--- src/common/cpu_pkg.sv ---
// widths, opcodes, function codes, fetch addresses, exception codes and stage structs
package cpu_pkg;

    localparam int XLEN   = 32;  // data and address width
    localparam int REG_AW = 5;   // 32 architectural registers

    localparam logic [XLEN-1:0] RESET_PC   = 32'h0040_0000;  // first fetch after reset
    localparam logic [XLEN-1:0] EXC_VECTOR = 32'h0040_0180;  // handler entry

    // major opcodes, bits 31:26
    localparam logic [5:0] OP_RTYPE = 6'h00;
    localparam logic [5:0] OP_ADDI  = 6'h08;

    // R-type function codes, bits 5:0
    localparam logic [5:0] FN_ADD = 6'h20;
    localparam logic [5:0] FN_SUB = 6'h22;
    localparam logic [5:0] FN_AND = 6'h24;
    localparam logic [5:0] FN_OR  = 6'h25;
    localparam logic [5:0] FN_SLT = 6'h2a;

    typedef enum logic [2:0] {
        ALU_ADD = 3'd0,
        ALU_SUB = 3'd1,
        ALU_AND = 3'd2,
        ALU_OR  = 3'd3,
        ALU_SLT = 3'd4   // signed compare
    } alu_op_t;

    typedef enum logic [2:0] {
        EXC_NONE       = 3'd0,
        EXC_ILLEGAL    = 3'd1,  // raised in decode
        EXC_OVERFLOW   = 3'd2,  // raised in execute
        EXC_ZERO_WRITE = 3'd7   // raised in result stage
    } exc_code_t;

    // decode to execute
    typedef struct packed {
        logic              valid;
        logic [XLEN-1:0]   pc;
        alu_op_t           alu_op;
        logic [XLEN-1:0]   opa;         // forwarded rs
        logic [XLEN-1:0]   opb;         // forwarded rt or sign-extended immediate
        logic [REG_AW-1:0] dest;
        logic              writes_reg;
        logic              checks_ovf;  // add, sub, addi
        exc_code_t         exc;
    } dec_ex_t;

    // execute to result, also the forwarding payload
    typedef struct packed {
        logic              valid;
        logic [XLEN-1:0]   pc;
        logic [REG_AW-1:0] dest;
        logic              writes_reg;
        logic [XLEN-1:0]   data;
        exc_code_t         exc;
    } ex_res_t;

endpackage

--- src/decode/instr_decode.sv ---
// instr_decode: PC, fetch register, decode, illegal-instruction check and operand forwarding
`timescale 1ns/1ps

module instr_decode (
    input  logic                         SYS_clk,
    input  logic                         SYS_reset,
    input  logic                         flush,
    output logic [cpu_pkg::XLEN-1:0]     imem_addr,
    input  logic [cpu_pkg::XLEN-1:0]     imem_data,
    output logic [cpu_pkg::REG_AW-1:0]   rd_addr_a,
    output logic [cpu_pkg::REG_AW-1:0]   rd_addr_b,
    input  logic [cpu_pkg::XLEN-1:0]     rd_data_a,
    input  logic [cpu_pkg::XLEN-1:0]     rd_data_b,
    input  cpu_pkg::ex_res_t             ex_fwd,
    input  cpu_pkg::ex_res_t             res_fwd,
    output cpu_pkg::dec_ex_t             dec_out
);

    logic [cpu_pkg::XLEN-1:0]   pc_q;
    logic [cpu_pkg::XLEN-1:0]   fetch_pc_q;
    logic [cpu_pkg::XLEN-1:0]   fetch_word_q;
    logic                       fetch_valid_q;

    logic [5:0]                 opcode;
    logic [5:0]                 funct;
    logic [cpu_pkg::REG_AW-1:0] rs;
    logic [cpu_pkg::REG_AW-1:0] rt;
    logic [cpu_pkg::REG_AW-1:0] rd;
    logic [cpu_pkg::XLEN-1:0]   imm_ext;
    logic                       is_rtype;
    logic                       is_addi;
    logic                       funct_ok;
    logic                       legal;
    logic                       slot_valid;
    cpu_pkg::alu_op_t           rtype_op;
    logic [cpu_pkg::XLEN-1:0]   op_a;
    logic [cpu_pkg::XLEN-1:0]   op_b;

    // a younger reader may take this producer's value
    function automatic logic fwd_hit(
        input cpu_pkg::ex_res_t           src,
        input logic [cpu_pkg::REG_AW-1:0] addr
    );
        return src.valid && src.writes_reg && (src.exc == cpu_pkg::EXC_NONE)
               && (src.dest == addr);
    endfunction

    // nearest producer wins: execute, then result, then register file
    function automatic logic [cpu_pkg::XLEN-1:0] fwd_select(
        input logic [cpu_pkg::REG_AW-1:0] addr,
        input logic [cpu_pkg::XLEN-1:0]   rf_data,
        input cpu_pkg::ex_res_t           ex_src,
        input cpu_pkg::ex_res_t           res_src
    );
        logic [cpu_pkg::XLEN-1:0] val;
        if (fwd_hit(ex_src, addr))
            val = ex_src.data;
        else if (fwd_hit(res_src, addr))
            val = res_src.data;
        else
            val = rf_data;
        return val;
    endfunction

    always_ff @(posedge SYS_clk or posedge SYS_reset)
    begin
        if (SYS_reset)
        begin
            pc_q          <= cpu_pkg::RESET_PC;
            fetch_valid_q <= 1'b0;
        end
        else if (flush)
        begin
            pc_q          <= cpu_pkg::EXC_VECTOR;  // redirect to handler
            fetch_valid_q <= 1'b0;                 // kill the slot in decode
        end
        else
        begin
            pc_q          <= pc_q + cpu_pkg::XLEN'(4);
            fetch_valid_q <= 1'b1;
        end
    end

    // payload only, qualified by fetch_valid_q
    always_ff @(posedge SYS_clk)
    begin
        fetch_word_q <= imem_data;
        fetch_pc_q   <= pc_q;
    end

    assign imem_addr = pc_q;

    // instruction fields
    assign opcode  = fetch_word_q[31:26];
    assign rs      = fetch_word_q[25:21];
    assign rt      = fetch_word_q[20:16];
    assign rd      = fetch_word_q[15:11];
    assign funct   = fetch_word_q[5:0];
    assign imm_ext = {{(cpu_pkg::XLEN-16){fetch_word_q[15]}}, fetch_word_q[15:0]};

    assign is_rtype   = (opcode == cpu_pkg::OP_RTYPE);
    assign is_addi    = (opcode == cpu_pkg::OP_ADDI);
    assign slot_valid = fetch_valid_q && (fetch_word_q != '0);  // zero word is a nop
    assign legal      = (is_rtype && funct_ok) || is_addi;

    always_comb
    begin
        rtype_op = cpu_pkg::ALU_ADD;
        funct_ok = 1'b1;
        case (funct)
            cpu_pkg::FN_ADD: rtype_op = cpu_pkg::ALU_ADD;
            cpu_pkg::FN_SUB: rtype_op = cpu_pkg::ALU_SUB;
            cpu_pkg::FN_AND: rtype_op = cpu_pkg::ALU_AND;
            cpu_pkg::FN_OR:  rtype_op = cpu_pkg::ALU_OR;
            cpu_pkg::FN_SLT: rtype_op = cpu_pkg::ALU_SLT;
            default:         funct_ok = 1'b0;
        endcase
    end

    assign rd_addr_a = rs;
    assign rd_addr_b = rt;

    assign op_a = fwd_select(rs, rd_data_a, ex_fwd, res_fwd);
    assign op_b = fwd_select(rt, rd_data_b, ex_fwd, res_fwd);

    always_comb
    begin
        dec_out.valid      = slot_valid;
        dec_out.pc         = fetch_pc_q;
        dec_out.alu_op     = is_addi ? cpu_pkg::ALU_ADD : rtype_op;
        dec_out.opa        = op_a;
        dec_out.opb        = is_addi ? imm_ext : op_b;
        dec_out.dest       = is_addi ? rt : rd;  // addi writes rt
        dec_out.writes_reg = legal;
        dec_out.checks_ovf = is_addi
                             || (is_rtype && (rtype_op == cpu_pkg::ALU_ADD))
                             || (is_rtype && (rtype_op == cpu_pkg::ALU_SUB));
        dec_out.exc        = (slot_valid && !legal) ? cpu_pkg::EXC_ILLEGAL
                                                    : cpu_pkg::EXC_NONE;
    end

endmodule

--- src/execute/alu_execute.sv ---
// alu_execute: execute pipeline register, ALU and signed overflow detection
`timescale 1ns/1ps

module alu_execute (
    input  logic              SYS_clk,
    input  logic              SYS_reset,
    input  logic              flush,
    input  cpu_pkg::dec_ex_t  dec_in,
    output cpu_pkg::ex_res_t  ex_out
);

    localparam int MSB = cpu_pkg::XLEN - 1;

    cpu_pkg::dec_ex_t         ex_q;
    logic [cpu_pkg::XLEN-1:0] sum;
    logic [cpu_pkg::XLEN-1:0] diff;
    logic                     add_ovf;
    logic                     sub_ovf;
    logic [cpu_pkg::XLEN-1:0] alu_result;
    logic                     ovf;

    always_ff @(posedge SYS_clk or posedge SYS_reset)
    begin
        if (SYS_reset)
        begin
            ex_q <= '0;
        end
        else if (flush)
        begin
            ex_q <= '0;  // younger than the excepting instruction
        end
        else
        begin
            ex_q <= dec_in;
        end
    end

    assign sum  = ex_q.opa + ex_q.opb;
    assign diff = ex_q.opa - ex_q.opb;

    // same-sign operands, result sign flipped
    assign add_ovf = (ex_q.opa[MSB] == ex_q.opb[MSB]) && (sum[MSB] != ex_q.opa[MSB]);
    // opposite-sign operands, result sign differs from minuend
    assign sub_ovf = (ex_q.opa[MSB] != ex_q.opb[MSB]) && (diff[MSB] != ex_q.opa[MSB]);

    always_comb
    begin
        alu_result = sum;
        ovf        = 1'b0;
        case (ex_q.alu_op)
            cpu_pkg::ALU_ADD:
            begin
                alu_result = sum;
                ovf        = add_ovf;
            end
            cpu_pkg::ALU_SUB:
            begin
                alu_result = diff;
                ovf        = sub_ovf;
            end
            cpu_pkg::ALU_AND: alu_result = ex_q.opa & ex_q.opb;
            cpu_pkg::ALU_OR:  alu_result = ex_q.opa | ex_q.opb;
            cpu_pkg::ALU_SLT:
            begin
                alu_result    = '0;
                alu_result[0] = $signed(ex_q.opa) < $signed(ex_q.opb);
            end
            default:          alu_result = sum;
        endcase
    end

    always_comb
    begin
        ex_out.valid      = ex_q.valid;
        ex_out.pc         = ex_q.pc;
        ex_out.dest       = ex_q.dest;
        ex_out.writes_reg = ex_q.writes_reg;
        ex_out.data       = alu_result;  // kept even when trapping
        if (ex_q.exc != cpu_pkg::EXC_NONE)
            ex_out.exc = ex_q.exc;       // decode fault has priority
        else if (ex_q.checks_ovf && ovf)
            ex_out.exc = cpu_pkg::EXC_OVERFLOW;
        else
            ex_out.exc = cpu_pkg::EXC_NONE;
    end

endmodule

--- src/hw/cpu_top.sv ---
// cpu_top: four-stage integer core, stage and register file instances
`timescale 1ns/1ps

module cpu_top (
    input  logic                         SYS_clk,
    input  logic                         SYS_reset,
    output logic [cpu_pkg::XLEN-1:0]     imem_addr,
    input  logic [cpu_pkg::XLEN-1:0]     imem_data,
    output logic                         commit_valid,
    output logic [cpu_pkg::REG_AW-1:0]   commit_reg,
    output logic [cpu_pkg::XLEN-1:0]     commit_data,
    output logic                         exc_valid,
    output cpu_pkg::exc_code_t           exc_code,
    output logic [cpu_pkg::XLEN-1:0]     epc
);

    logic [cpu_pkg::REG_AW-1:0] rd_addr_a;
    logic [cpu_pkg::REG_AW-1:0] rd_addr_b;
    logic [cpu_pkg::XLEN-1:0]   rd_data_a;
    logic [cpu_pkg::XLEN-1:0]   rd_data_b;
    logic                       wr_en;
    logic [cpu_pkg::REG_AW-1:0] wr_addr;
    logic [cpu_pkg::XLEN-1:0]   wr_data;
    logic                       flush;     // exception taken at result stage
    cpu_pkg::dec_ex_t           dec_ex;
    cpu_pkg::ex_res_t           ex_res;    // combinational execute result
    cpu_pkg::ex_res_t           res_fwd;   // registered result stage entry

    instr_decode u_decode (
        .SYS_clk   (SYS_clk),
        .SYS_reset (SYS_reset),
        .flush     (flush),
        .imem_addr (imem_addr),
        .imem_data (imem_data),
        .rd_addr_a (rd_addr_a),
        .rd_addr_b (rd_addr_b),
        .rd_data_a (rd_data_a),
        .rd_data_b (rd_data_b),
        .ex_fwd    (ex_res),
        .res_fwd   (res_fwd),
        .dec_out   (dec_ex)
    );

    alu_execute u_execute (
        .SYS_clk   (SYS_clk),
        .SYS_reset (SYS_reset),
        .flush     (flush),
        .dec_in    (dec_ex),
        .ex_out    (ex_res)
    );

    result_commit u_result (
        .SYS_clk      (SYS_clk),
        .SYS_reset    (SYS_reset),
        .res_in       (ex_res),
        .res_fwd      (res_fwd),
        .wr_en        (wr_en),
        .wr_addr      (wr_addr),
        .wr_data      (wr_data),
        .commit_valid (commit_valid),
        .commit_reg   (commit_reg),
        .commit_data  (commit_data),
        .exc_valid    (exc_valid),
        .exc_code     (exc_code),
        .epc          (epc),
        .flush        (flush)
    );

    reg_file u_regs (
        .SYS_clk   (SYS_clk),
        .SYS_reset (SYS_reset),
        .rd_addr_a (rd_addr_a),
        .rd_addr_b (rd_addr_b),
        .rd_data_a (rd_data_a),
        .rd_data_b (rd_data_b),
        .wr_en     (wr_en),
        .wr_addr   (wr_addr),
        .wr_data   (wr_data)
    );

endmodule

--- src/hw/reg_file.sv ---
// reg_file: 32 x XLEN register file, two async read ports, one write port
`timescale 1ns/1ps

module reg_file (
    input  logic                         SYS_clk,
    input  logic                         SYS_reset,
    input  logic [cpu_pkg::REG_AW-1:0]   rd_addr_a,
    input  logic [cpu_pkg::REG_AW-1:0]   rd_addr_b,
    output logic [cpu_pkg::XLEN-1:0]     rd_data_a,
    output logic [cpu_pkg::XLEN-1:0]     rd_data_b,
    input  logic                         wr_en,
    input  logic [cpu_pkg::REG_AW-1:0]   wr_addr,
    input  logic [cpu_pkg::XLEN-1:0]     wr_data
);

    localparam int NUM_REGS = 1 << cpu_pkg::REG_AW;

    logic [cpu_pkg::XLEN-1:0] regs [NUM_REGS];

    always_ff @(posedge SYS_clk or posedge SYS_reset)
    begin
        if (SYS_reset)
        begin
            for (int i = 0; i < NUM_REGS; i++)
            begin
                regs[i] <= '0;
            end
        end
        else if (wr_en)
        begin
            regs[wr_addr] <= wr_data;  // r0 writes are already trapped upstream
        end
    end

    // r0 is hardwired
    assign rd_data_a = (rd_addr_a == '0) ? '0 : regs[rd_addr_a];
    assign rd_data_b = (rd_addr_b == '0) ? '0 : regs[rd_addr_b];

endmodule

--- src/hw/result_commit.sv ---
// result_commit: result pipeline register, zero-write check, commit, exception report and flush
`timescale 1ns/1ps

module result_commit (
    input  logic                         SYS_clk,
    input  logic                         SYS_reset,
    input  cpu_pkg::ex_res_t             res_in,
    output cpu_pkg::ex_res_t             res_fwd,
    output logic                         wr_en,
    output logic [cpu_pkg::REG_AW-1:0]   wr_addr,
    output logic [cpu_pkg::XLEN-1:0]     wr_data,
    output logic                         commit_valid,
    output logic [cpu_pkg::REG_AW-1:0]   commit_reg,
    output logic [cpu_pkg::XLEN-1:0]     commit_data,
    output logic                         exc_valid,
    output cpu_pkg::exc_code_t           exc_code,
    output logic [cpu_pkg::XLEN-1:0]     epc,
    output logic                         flush
);

    cpu_pkg::ex_res_t res_q;
    logic             zero_write;

    always_ff @(posedge SYS_clk or posedge SYS_reset)
    begin
        if (SYS_reset)
        begin
            res_q <= '0;
        end
        else if (flush)
        begin
            res_q <= '0;  // drop the younger entry coming from execute
        end
        else
        begin
            res_q <= res_in;
        end
    end

    // r0 target with no earlier fault
    assign zero_write = res_q.valid && res_q.writes_reg && (res_q.dest == '0)
                        && (res_q.exc == cpu_pkg::EXC_NONE);

    always_comb
    begin
        res_fwd = res_q;
        if (zero_write)
            res_fwd.exc = cpu_pkg::EXC_ZERO_WRITE;
    end

    // exception report, one cycle per excepting entry
    assign exc_valid = res_fwd.valid && (res_fwd.exc != cpu_pkg::EXC_NONE);
    assign exc_code  = res_fwd.exc;
    assign epc       = res_fwd.pc;
    assign flush     = exc_valid;

    // commit only when nothing trapped
    assign commit_valid = res_fwd.valid && res_fwd.writes_reg && !exc_valid;
    assign commit_reg   = res_fwd.dest;
    assign commit_data  = res_fwd.data;

    assign wr_en   = commit_valid;
    assign wr_addr = res_fwd.dest;
    assign wr_data = res_fwd.data;

endmodule
--- config.mk ---
export PLATFORM = sky130hd
export DESIGN_NAME = cpu_top
export DESIGN_NICKNAME = d
export VERILOG_FILES = /design/src/common/cpu_pkg.sv /design/src/decode/instr_decode.sv /design/src/execute/alu_execute.sv /design/src/hw/cpu_top.sv /design/src/hw/reg_file.sv /design/src/hw/result_commit.sv
export SDC_FILE = /design/constraint.sdc
export NUM_CORES = 2
export LEC_CHECK = 0
export ABC_AREA = 1
export BUFFER_PORTS_ARGS = -buffer_cell sky130_fd_sc_hd__buf_2
export CAP_MARGIN = 20
export CORE_ASPECT_RATIO = 0.8
export CORE_MARGIN = 1
export CORE_UTILIZATION = 47
export DETAILED_ROUTE_END_ITERATION = 8
export PLACE_DENSITY = 0.64
export SLEW_MARGIN = 20
export SYNTH_ARGS = -nofsm -noshare
export SYNTH_HDL_FRONTEND = slang
export SYNTH_HIERARCHICAL = 1
export SYNTH_SLANG_ARGS = --single-unit
--- constraint.sdc ---
create_clock -name SYS_clk -period 37.6 [get_ports SYS_clk]
set_input_delay 5.64 -clock SYS_clk [delete_from_list [all_inputs] [get_ports SYS_clk]]
set_output_delay 5.64 -clock SYS_clk [all_outputs]
set_load 0.1 [all_outputs]
======== Word level (Yosys, flattened, before mapping) ========
Cells that the tools add are included.
word-level totals
  word-level logic and storage cells ...... 152
  output and inout bits ................... 106
  input bits .............................. 34
  register bits after elaboration ......... 1,305
operators by class
  reduce and logical (&&, ||, !) cells .... 39
  magnitude comparators ................... 5
  equality and inequality tests ........... 19
  multiplexer cells ....................... 30
  bitwise gates (word level) .............. 5
  add/sub/neg operators ................... 3
operator list
  cell                     number
  $bwmux W1024             1
  $mux W32                 13
  $bmux W32 S5             2
  $demux W32 S5            1
  $pmux W32 S4             1
  $mux W110                1
  $mux W74                 1
  $add A32 B3 Y32 const B  1
  $add A32 B32 Y32         1
  $and A32 B32 Y32         1
  $lt A32 B32 Y1           1
  $or A32 B32 Y32          1
  $reduce_bool A32 Y1      1
  $sub A32 B32 Y32         1
  $eq A6 B6 Y1 const B     5
  $logic_and A1 B1 Y1      21
  $eq A5 B5 Y1             4
  $ge A6 B6 Y1 const B     3
  $not A5 Y6               3
  $logic_not A3 Y1         5
  $logic_not A5 Y1         3
  $pmux W3 S4              1
  $mux W3                  3
  $eq A3 B1 Y1 const B     2
  15 further kinds         24

======== Longest topological paths before layout ========
  depth after elaboration ................. 13
  depth in mapped cells ................... 29
  mapped depth without buffers ............ 27

======== Modules after synthesis ========
The synthesis kept the hierarchy.
by module, submodules not included
  module         cells each  instances  area an instance (sq um)  sequential area each (sq um)
  reg_file       8,371       1          56,857.0                  25,624.6
  alu_execute    1,400       1          9,471.6                   2,752.6
  instr_decode   1,094       1          6,447.4                   2,018.2
  result_commit  444         1          4,369.2                   1,851.8

======== Worst setup path after synthesis ========
OpenSTA, ideal clock, no wires.
  path kind ............................... reg2out
  from .................................... register u_result.res_q, in the netlist u_result/res_fwd[73]
  to ...................................... output port exc_valid
  required time ........................... 31.960 ns
  cell stages (with the launch flop) ...... 4
  arrival ................................. 2.965 ns
  path slack .............................. 28.995 ns
  buffers on the path ..................... 2
  cells stage by stage .................... dfrtp_1 > buf_6 > clkbuf_1 > a21boi_0
on the way
  word-level cells in the longest chain between the ends .. 6
RTL lines
  what                               RTL line             RTL
  start: declaration                 result_commit.sv:21  cpu_pkg::ex_res_t res_q;
  start signal: assignment           result_commit.sv:36  res_q <= res_in;
  $logic_and A1 B1 Y1 (2 in series)  result_commit.sv:41  assign zero_write = res_q.valid && res_q.writes_reg && (res_q.dest == '0)
  $logic_and A1 B1 Y1                result_commit.sv:42  && (res_q.exc == cpu_pkg::EXC_NONE);
  $mux W3                            result_commit.sv:47  if (zero_write)
  $reduce_bool A3 Y1                 result_commit.sv:52  assign exc_valid = res_fwd.valid && (res_fwd.exc != cpu_pkg::EXC_NONE);
  $logic_and A1 B1 Y1 (*)            result_commit.sv:52
  end: declaration                   cpu_top.sv:12        output logic exc_valid,
Mark *: on every way between the ends. The rest lies on a longest branch, timed or not.

======== Final worst setup path ========
  from .................................... register u_result.res_q, in the netlist u_result/res_fwd[73]
  to ...................................... output port exc_code[0]
on the way
  word-level cells in the longest chain between the ends .. 4
RTL lines
  what                               RTL line             RTL
  $logic_and A1 B1 Y1 (2 in series)  result_commit.sv:41
  $logic_and A1 B1 Y1                result_commit.sv:42
  $mux W3                            result_commit.sv:47
  end: declaration                   cpu_top.sv:13        output cpu_pkg::exc_code_t exc_code,
Every way passes these cells.

==> results.py <==
metrics = {
    "global_route": {
        "grt_overflow": 0,
        "grt_pass1_vias": 70500,
        "grt.met3_usage_pct": 7.30,
        "grt_usage_pct": 34.7,
        "grt_start_max_net_pins": 175,
        "use_met1_pct": 48.6,
        "antenna_found_initial": 0,
        "grt_first_pass_wirelength_um": 438000,
        "grtUsageMet2_pct": 50.0,
        "busiest_layer": "met2",
    },
    "sta": {
        "min_period_ps": 8400,
        "finalSetupViolations": 0,
        "maxSlewViolCount": 0,
        "fin_crit_sh_pct": 22.3,
        "holdWs_ps": 395,
        "fmax_mhz": 119,
        "relSlewSlack_pct": 20.8,
        "finalHoldViolations": 0,
        "rsz0062_at_grt": "no",
        "tightest_slew_ps": 1190,
        "tns_ps": 0,
        "skew_ps": 26.7,
    },
    "cts": {
        "cts_buffers": 139,
        "cts_sinks": 1301,
        "h-tree-depth": 4,
        "cts_tree": "built",
        "path_clk_slew_ps": 60,
        "cts-resized-gates": 0,
        "worstSkewPairLatency_ps": 810,
        "cts_max_path_buffers": 3,
        "post_cts_buffers": 0,
        "cts_root_buf": "clkbuf_16",
        "cts_hold_buf": 0,
    },
    "power_and_ir_drop": {
        "cellPowerDensity_nw_per_um2": 41.1,
        "p_sw_share_pct": 30.3,
        "peakVddDrop_mv": 0.0492,
        "p_comb_share_pct": 14.5,
        "p_switching_w": 0.00101,
        "clkPwrFrac_pct": 42.8,
        "p_int_w": 0.00233,
        "power_w": 0.00335,
        "leakage_nw": 38.3,
        "seq_power_share_pct": 42.7,
    },
    "floorplan": {
        "core_area_um2": 162000,
        "die-area_um2": 165000,
        "start_util_pct": 47.4,
        "ioPinCount": 140,
        "core.rowCount": 132,
        "die_x_um": 454,
        "fp.dieH_um": 364,
    },
    "synth": {
        "postSynthCellCount": 11300,
        "avgSynthCellArea_um2": 6.82,
        "ys_warn_count": 6,
        "syn_area_um2": 76900,
    },
    "worst_setup_path": {
        "worstSetupEndpointType": "output port",
        "critPathLaunchType": "register",
        "worstPathArrival_ps": 2760,
        "critical_path_class": "register to output port",
        "required_ps": 31960,
        "crit_path_max_fanout": 46,
    },
    "drt": {
        "first_iter_violations": 10700,
        "ant_nets": 0,
        "drc": 5,
        "vias": 76000,
        "vias_per_cell": 5.87,
        "dr.pass1.iters": 9,
        "wl_per_cell_um": 22.6,
        "wirelength_um": 292000,
    },
    "final_layout": {
        "nNetsFinal": 10800,
        "areaGrowthSynthToFinish_pct": 5.83,
        "final_cell_mix": "nand2_1, o21ai_0, dfrtp_1, nand3_1, nor2_1",
        "regMostFlops": "u_regs/regs",
        "layout_commonest_cell": "nand2_1",
        "largest_reg_flops": 1024,
        "antenna-diode-count": 0,
        "fin_area_um2": 81400,
        "final_util_pct": 50.2,
        "drive_gt1_share_pct": 6.65,
    },
    "min_path": {
        "min_path_type": "register to register",
    },
    "status": {
        "violations": "design-rule violations",
        "status": "finished with violations",
    },
    "placed_design": {
        "gp_congestion": 0.999,
        "io_buffers": 137,
        "hpwl_um": 165000,
        "placed_cell_area_um2": 76500,
    },
    "run": {
        "maxCapViolCount": 0,
    },
}
## power groups by stage
stage	combinational [W]	sequential, W	clock (W)
floorplan	0.000331	0.00145	0
global placement	0.000464	0.00145	0
detailed placement	0.000467	0.00146	0
CTS	0.000470	0.00143	0.00145
global route	0.000526	0.00143	0.00150
finish	0.000486	0.00143	0.00143
## worst max-delay path: stages (launching register included)
cell     delay, ps
dfrtp_4        910
nand2_2        140
nor2_4         150
nand3_1        140
nand2_1        160
buf_2          440
## through the flow
step | setup WS, ps | instances
floorplan | 3140 | 11300
global placement | 28220 | 12700
detailed placement | 28200 | 12700
CTS | 29050 | 12900
global route | 29040 | 12900
finish | 29200 | 12900
## final cells by class
| class | instances | area [um2] |
|---|---|---|
| clock inverters | 53 | 641 |
| well taps | 2144 | 2680 |
| flip-flops and latches | 1301 | 32300 |
| inverters | 843 | 3220 |
| fillers | 16000 | 80800 |
| repair buffers | 258 | 1760 |
| multi-input cells | 8138 | 36800 |
| clock buffers | 202 | 4050 |
## final timing paths
| kind | from | to | slack (ps) | depth (start not counted) |
|---|---|---|---|---|
| max | u_result/res_fwd[73]$_DFF_PP0_ | exc_code[0] | 29200 | 5 |
| min | u_decode/fetch_pc_q[21]$_DFF_P_ | u_execute/ex_out[62]$_DFF_PP0_ | 390 | 2 |
| max reg2reg | u_decode/fetch_word_q[16]$_DFF_P_ | u_execute/ex_q[31]$_DFF_PP0_ | 32190 | 20 |
| min reg2reg | u_decode/fetch_pc_q[21]$_DFF_P_ | u_execute/ex_out[62]$_DFF_PP0_ | 390 | 2 |
| max in group asynchronous | SYS_reset | u_regs/regs[775]$_DFFE_PP0P_ | 29760 | 6 |
| min in group asynchronous | SYS_reset | u_result/epc[27]$_DFF_PP0_ | 4840 | 2 |
## per-layer routing
metal | wire (um) | vias up
li1 | - | 34600
met3 | 34700 | 828
met4 | 16700 | 0
met5 | 0 | -
met1 | 120000 | 35800
met2 | 121000 | 4749
Note: power is estimated with default switching activity, not from simulation.
